## config.mk

```make
export PLATFORM = sky130hd
export DESIGN_NAME = cnn_layer_top
export DESIGN_NICKNAME = d
export VERILOG_FILES = /design/src/rtl/cnn_pkg.sv /design/src/rtl/mem_req_if.sv /design/src/rtl/wb_master.sv /design/src/rtl/conv_mac.sv /design/src/rtl/max_pool4.sv /design/src/rtl/layer_sequencer.sv /design/src/rtl/cnn_layer_top.sv
export VERILOG_INCLUDE_DIRS = /design/src /design/src/include
export SDC_FILE = /design/constraint.sdc
export NUM_CORES = 2
export LEC_CHECK = 0
export ABC_AREA = 0
export BUFFER_PORTS_ARGS = -buffer_cell sky130_fd_sc_hd__buf_4
export CORE_ASPECT_RATIO = 1.5
export CORE_MARGIN = 5
export CORE_UTILIZATION = 30
export CTS_BUF_LIST = sky130_fd_sc_hd__clkbuf_8 sky130_fd_sc_hd__clkbuf_16
export DETAILED_ROUTE_END_ITERATION = 16
export PLACE_DENSITY = 0.57
export SLEW_MARGIN = 20
export SYNTH_ARGS = -nofsm -noshare
export SYNTH_HDL_FRONTEND = slang
export SYNTH_SLANG_ARGS = --single-unit
```

## constraint.sdc

```tcl
create_clock -name CLK -period 9.22 [get_ports CLK]
set_input_delay 0.461 -clock CLK [delete_from_list [all_inputs] [get_ports CLK]]
set_output_delay 0.461 -clock CLK [all_outputs]
set_load 0.02 [all_outputs]
```

## src/include/cnn_config.svh

```systemverilog
`ifndef CNN_CONFIG_SVH
`define CNN_CONFIG_SVH

// word widths
`define CNN_DATA_W 16
`define CNN_ADDR_W 16

// memory map, word addresses
`define CNN_KERNEL_BASE 0
`define CNN_IMG_BASE 18

// image row stride in words
`define CNN_IMG_W 10

// 3x3 conv over a 10x10 image gives 8x8
`define CNN_CONV_OUT 8

// 2x2 stride-2 pooling of the 8x8 result
`define CNN_POOL_OUT 4

`define CNN_TAPS 9

`endif

```

## src/rtl/cnn_pkg.sv

```systemverilog
`default_nettype none

`include "cnn_config.svh"

package cnn_pkg;

    typedef logic signed [`CNN_DATA_W-1:0] pixel_t;

    typedef logic [`CNN_ADDR_W-1:0] addr_t;

    // tap 0 is the top-left pixel, row-major after that
    typedef pixel_t [`CNN_TAPS-1:0] taps_t;

    typedef enum logic [3:0] {
        IDLE,
        LOAD_KERNEL,
        LOAD_PATCH,
        CONV_CALC,
        CONV_WRITE,
        LOAD_POOL,
        POOL_CALC,
        POOL_WRITE,
        FINISH
    } seq_state_t;

endpackage

`default_nettype wire

```

## src/rtl/mem_req_if.sv

```systemverilog
`default_nettype none

// one word per request, ack closes it
interface mem_req_if;

    logic req;
    logic we;
    cnn_pkg::addr_t addr;
    cnn_pkg::pixel_t wdata;
    cnn_pkg::pixel_t rdata;
    logic ack;

    modport seq (
        output req, we, addr, wdata,
        input  rdata, ack
    );

    modport bus (
        input  req, we, addr, wdata,
        output rdata, ack
    );

endinterface

`default_nettype wire

```

## src/rtl/wb_master.sv

```systemverilog
`default_nettype none

module wb_master (
    input  wire                   CLK,
    input  wire                   reset_i,
    mem_req_if.bus                mem,
    output logic                  wb_cyc_o,
    output logic                  wb_stb_o,
    output logic                  wb_we_o,
    output cnn_pkg::addr_t        wb_adr_o,
    output cnn_pkg::pixel_t       wb_dat_o,
    input  wire cnn_pkg::pixel_t  wb_dat_i,
    input  wire                   wb_ack_i
);

    logic cyc_q;
    logic we_q;
    logic ack_q;
    logic launch;
    cnn_pkg::addr_t adr_q;
    cnn_pkg::pixel_t dat_q;
    cnn_pkg::pixel_t rdata_q;

    // the ack cycle doubles as the idle gap, so a held req is not relaunched
    assign launch = mem.req && !cyc_q && !ack_q;

    always_ff @(posedge CLK) begin
        if (reset_i) begin
            cyc_q <= 1'b0;
            we_q  <= 1'b0;
            ack_q <= 1'b0;
        end else begin
            ack_q <= 1'b0;
            if (cyc_q) begin
                if (wb_ack_i) begin
                    cyc_q <= 1'b0;
                    we_q  <= 1'b0;
                    ack_q <= 1'b1;
                end
            end else if (launch) begin
                cyc_q <= 1'b1;
                we_q  <= mem.we;
            end
        end
    end

    always_ff @(posedge CLK) begin
        if (launch) begin
            adr_q <= mem.addr;
            dat_q <= mem.wdata;
        end
        if (cyc_q && wb_ack_i) begin
            rdata_q <= wb_dat_i;
        end
    end

    assign wb_cyc_o  = cyc_q;
    assign wb_stb_o  = cyc_q;
    assign wb_we_o   = we_q;
    assign wb_adr_o  = adr_q;
    assign wb_dat_o  = dat_q;
    assign mem.ack   = ack_q;
    assign mem.rdata = rdata_q;

endmodule

`default_nettype wire

```

## src/rtl/conv_mac.sv

```systemverilog
`default_nettype none

`include "cnn_config.svh"

module conv_mac (
    input  wire                  CLK,
    input  wire                  reset_i,
    input  wire                  calc_i,
    input  wire cnn_pkg::taps_t  kern_i,
    input  wire cnn_pkg::taps_t  taps_i,
    output cnn_pkg::pixel_t      result_o
);

    localparam int ACC_W = 2 * `CNN_DATA_W;

    logic signed [ACC_W-1:0] acc_w;

    // full-width products, only the low word is kept
    always_comb begin
        acc_w = '0;
        for (int i = 0; i < `CNN_TAPS; i++) begin
            acc_w = acc_w + ACC_W'(kern_i[i]) * ACC_W'(taps_i[i]);
        end
    end

    always_ff @(posedge CLK) begin
        if (reset_i) begin
            result_o <= '0;
        end else if (calc_i) begin
            result_o <= acc_w[`CNN_DATA_W-1:0];
        end
    end

endmodule

`default_nettype wire

```

## src/rtl/max_pool4.sv

```systemverilog
`default_nettype none

module max_pool4 (
    input  wire                  CLK,
    input  wire                  reset_i,
    input  wire                  calc_i,
    input  wire cnn_pkg::taps_t  taps_i,
    output cnn_pkg::pixel_t      result_o
);

    cnn_pkg::pixel_t top_max;
    cnn_pkg::pixel_t bot_max;
    cnn_pkg::pixel_t win_max;

    // taps 0,1 top row, 2,3 bottom row
    always_comb begin
        top_max = (taps_i[0] > taps_i[1]) ? taps_i[0] : taps_i[1];
        bot_max = (taps_i[2] > taps_i[3]) ? taps_i[2] : taps_i[3];
        win_max = (top_max > bot_max) ? top_max : bot_max;
    end

    always_ff @(posedge CLK) begin
        if (reset_i) begin
            result_o <= '0;
        end else if (calc_i) begin
            result_o <= win_max;
        end
    end

endmodule

`default_nettype wire

```

## src/rtl/layer_sequencer.sv

```systemverilog
`default_nettype none

`include "cnn_config.svh"

module layer_sequencer (
    input  wire                   CLK,
    input  wire                   reset_i,
    input  wire                   start_i,
    input  wire cnn_pkg::pixel_t  conv_res_i,
    input  wire cnn_pkg::pixel_t  pool_res_i,
    output logic                  done_o,
    output cnn_pkg::taps_t        taps_o,
    output cnn_pkg::taps_t        kern_o,
    output logic                  conv_calc_o,
    output logic                  pool_calc_o,
    mem_req_if.seq                mem
);

    localparam int TAP_W = $clog2(`CNN_TAPS);
    localparam int POS_W = $clog2(`CNN_CONV_OUT);

    localparam logic [TAP_W-1:0] LAST_TAP  = TAP_W'(`CNN_TAPS - 1);
    localparam logic [TAP_W-1:0] LAST_POOL = TAP_W'(3);
    localparam logic [POS_W-1:0] LAST_CONV_POS = POS_W'(`CNN_CONV_OUT - 1);
    localparam logic [POS_W-1:0] LAST_POOL_POS = POS_W'(`CNN_POOL_OUT - 1);

    cnn_pkg::seq_state_t state_q;
    logic [TAP_W-1:0] tap_q;
    logic [POS_W-1:0] row_q;
    logic [POS_W-1:0] col_q;
    logic req_q;
    logic we_q;
    logic conv_calc_q;
    logic pool_calc_q;
    cnn_pkg::taps_t kern_q;
    cnn_pkg::taps_t win_q;
    logic [1:0] tap_r;
    logic [1:0] tap_c;
    logic [POS_W:0] r_eff;
    logic [POS_W:0] c_eff;
    cnn_pkg::addr_t addr_w;

    // tap index to offset inside the window
    always_comb begin
        if (state_q == cnn_pkg::LOAD_POOL) begin
            tap_r = {1'b0, tap_q[1]};
            tap_c = {1'b0, tap_q[0]};
        end else begin
            case (tap_q)
                4'd0, 4'd1, 4'd2: tap_r = 2'd0;
                4'd3, 4'd4, 4'd5: tap_r = 2'd1;
                default:          tap_r = 2'd2;
            endcase
            case (tap_q)
                4'd0, 4'd3, 4'd6: tap_c = 2'd0;
                4'd1, 4'd4, 4'd7: tap_c = 2'd1;
                default:          tap_c = 2'd2;
            endcase
        end
    end

    // write states address the window's own pixel
    always_comb begin
        r_eff = {1'b0, row_q};
        c_eff = {1'b0, col_q};
        case (state_q)
            cnn_pkg::LOAD_PATCH: begin
                r_eff = {1'b0, row_q} + {2'b00, tap_r};
                c_eff = {1'b0, col_q} + {2'b00, tap_c};
            end
            cnn_pkg::LOAD_POOL: begin
                r_eff = {row_q, 1'b0} + {2'b00, tap_r};
                c_eff = {col_q, 1'b0} + {2'b00, tap_c};
            end
            default: begin
            end
        endcase
        if (state_q == cnn_pkg::LOAD_KERNEL) begin
            addr_w = cnn_pkg::addr_t'(`CNN_KERNEL_BASE) + cnn_pkg::addr_t'(tap_q);
        end else begin
            addr_w = cnn_pkg::addr_t'(`CNN_IMG_BASE)
                   + cnn_pkg::addr_t'(r_eff) * cnn_pkg::addr_t'(`CNN_IMG_W)
                   + cnn_pkg::addr_t'(c_eff);
        end
    end

    always_ff @(posedge CLK) begin
        if (reset_i) begin
            state_q     <= cnn_pkg::IDLE;
            tap_q       <= '0;
            row_q       <= '0;
            col_q       <= '0;
            req_q       <= 1'b0;
            we_q        <= 1'b0;
            conv_calc_q <= 1'b0;
            pool_calc_q <= 1'b0;
        end else begin
            conv_calc_q <= 1'b0;
            pool_calc_q <= 1'b0;
            case (state_q)
                cnn_pkg::IDLE: begin
                    if (start_i) begin
                        state_q <= cnn_pkg::LOAD_KERNEL;
                        tap_q   <= '0;
                        row_q   <= '0;
                        col_q   <= '0;
                        req_q   <= 1'b1;
                        we_q    <= 1'b0;
                    end
                end
                cnn_pkg::LOAD_KERNEL: begin
                    if (mem.ack) begin
                        if (tap_q == LAST_TAP) begin
                            tap_q   <= '0;
                            state_q <= cnn_pkg::LOAD_PATCH;
                        end else begin
                            tap_q <= tap_q + 1'b1;
                        end
                    end
                end
                cnn_pkg::LOAD_PATCH: begin
                    if (mem.ack) begin
                        if (tap_q == LAST_TAP) begin
                            tap_q       <= '0;
                            req_q       <= 1'b0;
                            conv_calc_q <= 1'b1;
                            state_q     <= cnn_pkg::CONV_CALC;
                        end else begin
                            tap_q <= tap_q + 1'b1;
                        end
                    end
                end
                cnn_pkg::CONV_CALC: begin
                    req_q   <= 1'b1;
                    we_q    <= 1'b1;
                    state_q <= cnn_pkg::CONV_WRITE;
                end
                cnn_pkg::CONV_WRITE: begin
                    if (mem.ack) begin
                        we_q    <= 1'b0;
                        state_q <= cnn_pkg::LOAD_PATCH;
                        if (col_q == LAST_CONV_POS) begin
                            col_q <= '0;
                            if (row_q == LAST_CONV_POS) begin
                                row_q   <= '0;
                                state_q <= cnn_pkg::LOAD_POOL;
                            end else begin
                                row_q <= row_q + 1'b1;
                            end
                        end else begin
                            col_q <= col_q + 1'b1;
                        end
                    end
                end
                cnn_pkg::LOAD_POOL: begin
                    if (mem.ack) begin
                        if (tap_q == LAST_POOL) begin
                            tap_q       <= '0;
                            req_q       <= 1'b0;
                            pool_calc_q <= 1'b1;
                            state_q     <= cnn_pkg::POOL_CALC;
                        end else begin
                            tap_q <= tap_q + 1'b1;
                        end
                    end
                end
                cnn_pkg::POOL_CALC: begin
                    req_q   <= 1'b1;
                    we_q    <= 1'b1;
                    state_q <= cnn_pkg::POOL_WRITE;
                end
                cnn_pkg::POOL_WRITE: begin
                    if (mem.ack) begin
                        we_q    <= 1'b0;
                        state_q <= cnn_pkg::LOAD_POOL;
                        if (col_q == LAST_POOL_POS) begin
                            col_q <= '0;
                            if (row_q == LAST_POOL_POS) begin
                                row_q   <= '0;
                                req_q   <= 1'b0;
                                state_q <= cnn_pkg::FINISH;
                            end else begin
                                row_q <= row_q + 1'b1;
                            end
                        end else begin
                            col_q <= col_q + 1'b1;
                        end
                    end
                end
                default: begin
                    state_q <= cnn_pkg::IDLE;
                end
            endcase
        end
    end

    // read data into the indexed tap
    always_ff @(posedge CLK) begin
        if (mem.ack) begin
            if (state_q == cnn_pkg::LOAD_KERNEL) begin
                kern_q[tap_q] <= mem.rdata;
            end else if (state_q == cnn_pkg::LOAD_PATCH || state_q == cnn_pkg::LOAD_POOL) begin
                win_q[tap_q] <= mem.rdata;
            end
        end
    end

    assign mem.req     = req_q;
    assign mem.we      = we_q;
    assign mem.addr    = addr_w;
    assign mem.wdata   = (state_q == cnn_pkg::POOL_WRITE) ? pool_res_i : conv_res_i;
    assign taps_o      = win_q;
    assign kern_o      = kern_q;
    assign conv_calc_o = conv_calc_q;
    assign pool_calc_o = pool_calc_q;
    assign done_o      = (state_q == cnn_pkg::FINISH);

endmodule

`default_nettype wire

```

## src/rtl/cnn_layer_top.sv

```systemverilog
`default_nettype none

module cnn_layer_top (
    input  wire                   CLK,
    input  wire                   reset_i,
    input  wire                   start_i,
    output logic                  done_o,
    output logic                  wb_cyc_o,
    output logic                  wb_stb_o,
    output logic                  wb_we_o,
    output cnn_pkg::addr_t        wb_adr_o,
    output cnn_pkg::pixel_t       wb_dat_o,
    input  wire cnn_pkg::pixel_t  wb_dat_i,
    input  wire                   wb_ack_i
);

    mem_req_if mem ();

    cnn_pkg::taps_t taps;
    cnn_pkg::taps_t kern;
    cnn_pkg::pixel_t conv_res;
    cnn_pkg::pixel_t pool_res;
    logic conv_calc;
    logic pool_calc;

    layer_sequencer layer_sequencer_inst (
        .CLK         (CLK),
        .reset_i     (reset_i),
        .start_i     (start_i),
        .conv_res_i  (conv_res),
        .pool_res_i  (pool_res),
        .done_o      (done_o),
        .taps_o      (taps),
        .kern_o      (kern),
        .conv_calc_o (conv_calc),
        .pool_calc_o (pool_calc),
        .mem         (mem.seq)
    );

    wb_master wb_master_inst (
        .CLK      (CLK),
        .reset_i  (reset_i),
        .mem      (mem.bus),
        .wb_cyc_o (wb_cyc_o),
        .wb_stb_o (wb_stb_o),
        .wb_we_o  (wb_we_o),
        .wb_adr_o (wb_adr_o),
        .wb_dat_o (wb_dat_o),
        .wb_dat_i (wb_dat_i),
        .wb_ack_i (wb_ack_i)
    );

    conv_mac conv_mac_inst (
        .CLK      (CLK),
        .reset_i  (reset_i),
        .calc_i   (conv_calc),
        .kern_i   (kern),
        .taps_i   (taps),
        .result_o (conv_res)
    );

    max_pool4 max_pool4_inst (
        .CLK      (CLK),
        .reset_i  (reset_i),
        .calc_i   (pool_calc),
        .taps_i   (taps),
        .result_o (pool_res)
    );

endmodule

`default_nettype wire

```

==> results_dict.tcl <==
set metrics [dict create \
    synth_edf_count 329 \
    die_h_um 524 \
    wl_per_cell_um 22.8 \
    drc 0 \
    clkSinkCount 382 \
    maxCapViolCount 0 \
    path_delay_family "adder cells" \
    dr.pass1.iters 6 \
    start_util 0.302 \
    dpl.cell_count 7587 \
    syn_to_final_growth_pct 12.1 \
    rsz0062_at_grt "yes" \
    stdcell_count 7699 \
    setup_violations 0 \
    crit_top_cell "fa_1" \
    max-slew-margin-rel 0.232 \
    cts_buffers 41 \
    leakage_uw 0.0274 \
    synthTopCellsByArea "fa_1 35%, edfxtp_1 19%, ha_1 12%, and2_1 8.4%, inv_1 8.4%" \
    crit_fanout 9 \
    r2r-start "layer_sequencer_inst.taps_o[35]$_DFFE_PP_" \
    finalCritPeriodShare 0.976 \
    grt_pass1_wl_mm 259 \
    synth_flop_cell "edfxtp_1" \
    drtIter0Drc 2059 \
    seq_area_um2 10900 \
    grt_max_degree 53 \
    power_uw 7300 \
    violations "antenna violations" \
    vias 35500 \
    placed_area_um2 57500 \
    crit_arrival_ns 9.49 \
    mostFrequentLayoutCells "1184 x inv_1, 907 x fa_1, 712 x and2_1" \
    hold_path_end "wb_master_inst.mem.ack$_SDFF_PP0_" \
    hpwl_mm 148 \
    synth_top_area_cell "fa_1" \
    cts-htree-levels 2 \
    fillers 18000 \
    worstPathBufferInverterCount 6 \
    insertion_delay_ns 0.63 \
    finClkSkew_ns 0.0207 \
    drv_slew 0 \
    yosys_register_bits 382 \
    multi_input_area_um2 36800 \
    place_congestion 0.974 \
    drive_above_1_share 0.0872 \
    antenna_found_initial 9 \
    grt-ovfl-total 0 \
    io_pins 56 \
    ant_nets 1 \
    status "finished with violations" \
    syn-instance-count 5158 \
    cpPeakStageDelay_ns 0.71 \
    worst_hold_path.num_cells 3 \
    powerDensity_nw_per_um2 123 \
    core_area_um2 175000 \
    critPathCaptureType "register" \
    grt_pass1_vias 40000 \
    synth_top_area_share 0.346 \
    period_needed_ns 9.00 \
    cts_tree "done" \
    grt_usage 0.191 \
    reg2regPathDepth 27 \
    timing.fmax_ghz 0.111 \
    fin_area_um2 59200 \
    syn_avg_cell_area_um2 10.2 \
    critPathLaunchType "register" \
    rrSetupSlack_ns 0.22 \
    mostFrequentLayoutCell "inv_1" \
    syn-cell-area_um2 52800 \
    hold_path.class "in -> reg" \
    critPathRequiredTime_ns 9.71 \
    worstHoldStart "wb_ack_i" \
    dieWidth_um 353 \
    path_class "reg -> reg" \
    tightest_slew_ns 1.15 \
    ys_warn_count 0 \
    peakVddDrop_mv 0.298 \
    post_synth_num_cell_types 64 \
    place.port_buffers 48 \
    synth-async-reset-ratio 0 \
    avgViaCountPerCell 4.62 \
    cts_root_buf "clkbuf_16" \
    num_rows 188 \
    wirelength_mm 176 \
    clk_path_buf_depth 3 \
    regToRegEndpoint "conv_mac_inst.result_o[15]$_SDFFE_PP0P_" \
    yosysSeqAreaShare 0.207 \
    critPathSlowestCell "fa_1" \
    hold_viol 0 \
    nets 6824 \
    floorplan.die_area_um2 185000 \
    path_clk_slew_ns 0.07 \
]
[final cells by class]
type	instances	share of cell area
timing repair buffer	353	0.0470
clock buffer	43	0.0180
clock inverter	29	0.00488
multi-input combinational	3425	0.622
antenna	7	0.000296
tap	2280	0.0482
sequential	382	0.185
inverter	1180	0.0748
[cell families after synthesis]
| group | count (synthesis) | synth area share |
|---|---|---|
| buffers and inverters | 1357 | 0.0974 |
| adders and majority gates | 1421 | 0.466 |
| and+or+nand+nor | 1460 | 0.143 |
| AOI/OAI and AO/OA | 159 | 0.0192 |
| xor gates and xnor gates | 310 | 0.0529 |
| other | 1 | 0.0000710 |
| muxes | 68 | 0.0140 |
| DFF | 382 | 0.207 |
[synthesized netlist by cell type, drive strengths merged, types with 4 or more instances]
cell type,number
a211oi,4
a21o,11
a21oi,57
a31oi,20
and2,713
and3,6
buf,24
clkbuf,153
dfxtp,53
edfxtp,329
fa,914
ha,507
inv,1180
mux2,49
mux2i,19
nand2,561
nand2b,31
nand3,11
nand4,12
nor2,69
nor2b,27
nor3,11
nor3b,4
o21a,17
o21ai,18
o21bai,5
o22ai,8
or2,4
xnor2,251
xnor3,4
xor2,55
[through the flow]
stage | util | setup WS, ns | hold WS (ns) | setup TNS (ns)
2_1_floorplan | - | 0.658 | 0.428 | 0
3_3_place_gp | 0.328 | 0.149 | 0.445 | 0
3_5_place_dp | 0.328 | 0.136 | 0.452 | 0
4_1_cts | 0.337 | 0.0944 | 0.0760 | 0
5_1_grt | 0.338 | -0.108 | 0.109 | -0.200
6_report | 0.338 | 0.218 | 0.111 | 0
[power by group]
group / internal [uW] / leakage [uW] / switching [uW] / total, uW
Clock: 959 / 0.000676 / 811 / 1770
Sequential: 1950 / 0.00340 / 37.1 / 1990
Combinational: 1550 / 0.0233 / 1990 / 3540
[what timing repair did]
action / CTS / global route
hold endpoints to repair: 16 / 0
gates resized for setup: 0 / 16
setup endpoints to repair: 0 / 3
setup buffers: 0 / 17
hold buffers: 16 / 0
[worst max path at each step]
| stage | startpoint | to | slack [ns] | cells after the start |
|---|---|---|---|---|
| 3_3_place_gp | layer_sequencer_inst.taps_o[35]$_DFFE_PP_ | conv_mac_inst.result_o[15]$_SDFFE_PP0P_ | 0.15 | 27 |
| 5_1_grt | layer_sequencer_inst.taps_o[34]$_DFFE_PP_ | conv_mac_inst.result_o[14]$_SDFFE_PP0P_ | -0.11 | 32 |
| 2_1_floorplan | layer_sequencer_inst.taps_o[0]$_DFFE_PP_ | conv_mac_inst.result_o[15]$_SDFFE_PP0P_ | 0.66 | 32 |
| 6_report | layer_sequencer_inst.taps_o[35]$_DFFE_PP_ | conv_mac_inst.result_o[15]$_SDFFE_PP0P_ | 0.22 | 27 |
| 3_5_place_dp | layer_sequencer_inst.taps_o[35]$_DFFE_PP_ | conv_mac_inst.result_o[15]$_SDFFE_PP0P_ | 0.14 | 27 |
| 4_1_cts | layer_sequencer_inst.taps_o[35]$_DFFE_PP_ | conv_mac_inst.result_o[15]$_SDFFE_PP0P_ | 0.09 | 27 |
[state kept, by name (all words and copies together), names as in the netlist, 3 cells and up]
register	cells
max_pool4_inst.result_o	16
layer_sequencer_inst.tap_q	4
wb_master_inst.wb_adr_o	9
layer_sequencer_inst.taps_o	144
wb_master_inst.wb_dat_o	16
layer_sequencer_inst.state_q	4
conv_mac_inst.result_o	16
wb_master_inst.mem.rdata	16
layer_sequencer_inst.col_q	3
layer_sequencer_inst.row_q	3
layer_sequencer_inst.kern_o	144
[tightest hold or removal path, cell delays in order]
cell	delay, ns
buf_4	0.09
nand2_1	0.07
nor2_1	0.08
[metal layers]
layer  track usage  vias up  wire [um]
li1              -    15800          -
met1         0.184    18400      57000
met2         0.377      867      97200
met3        0.0190      416       6240
met4         0.133        0      15300
met5             0        -          0
Note: power is estimated with default switching activity, not from simulation.
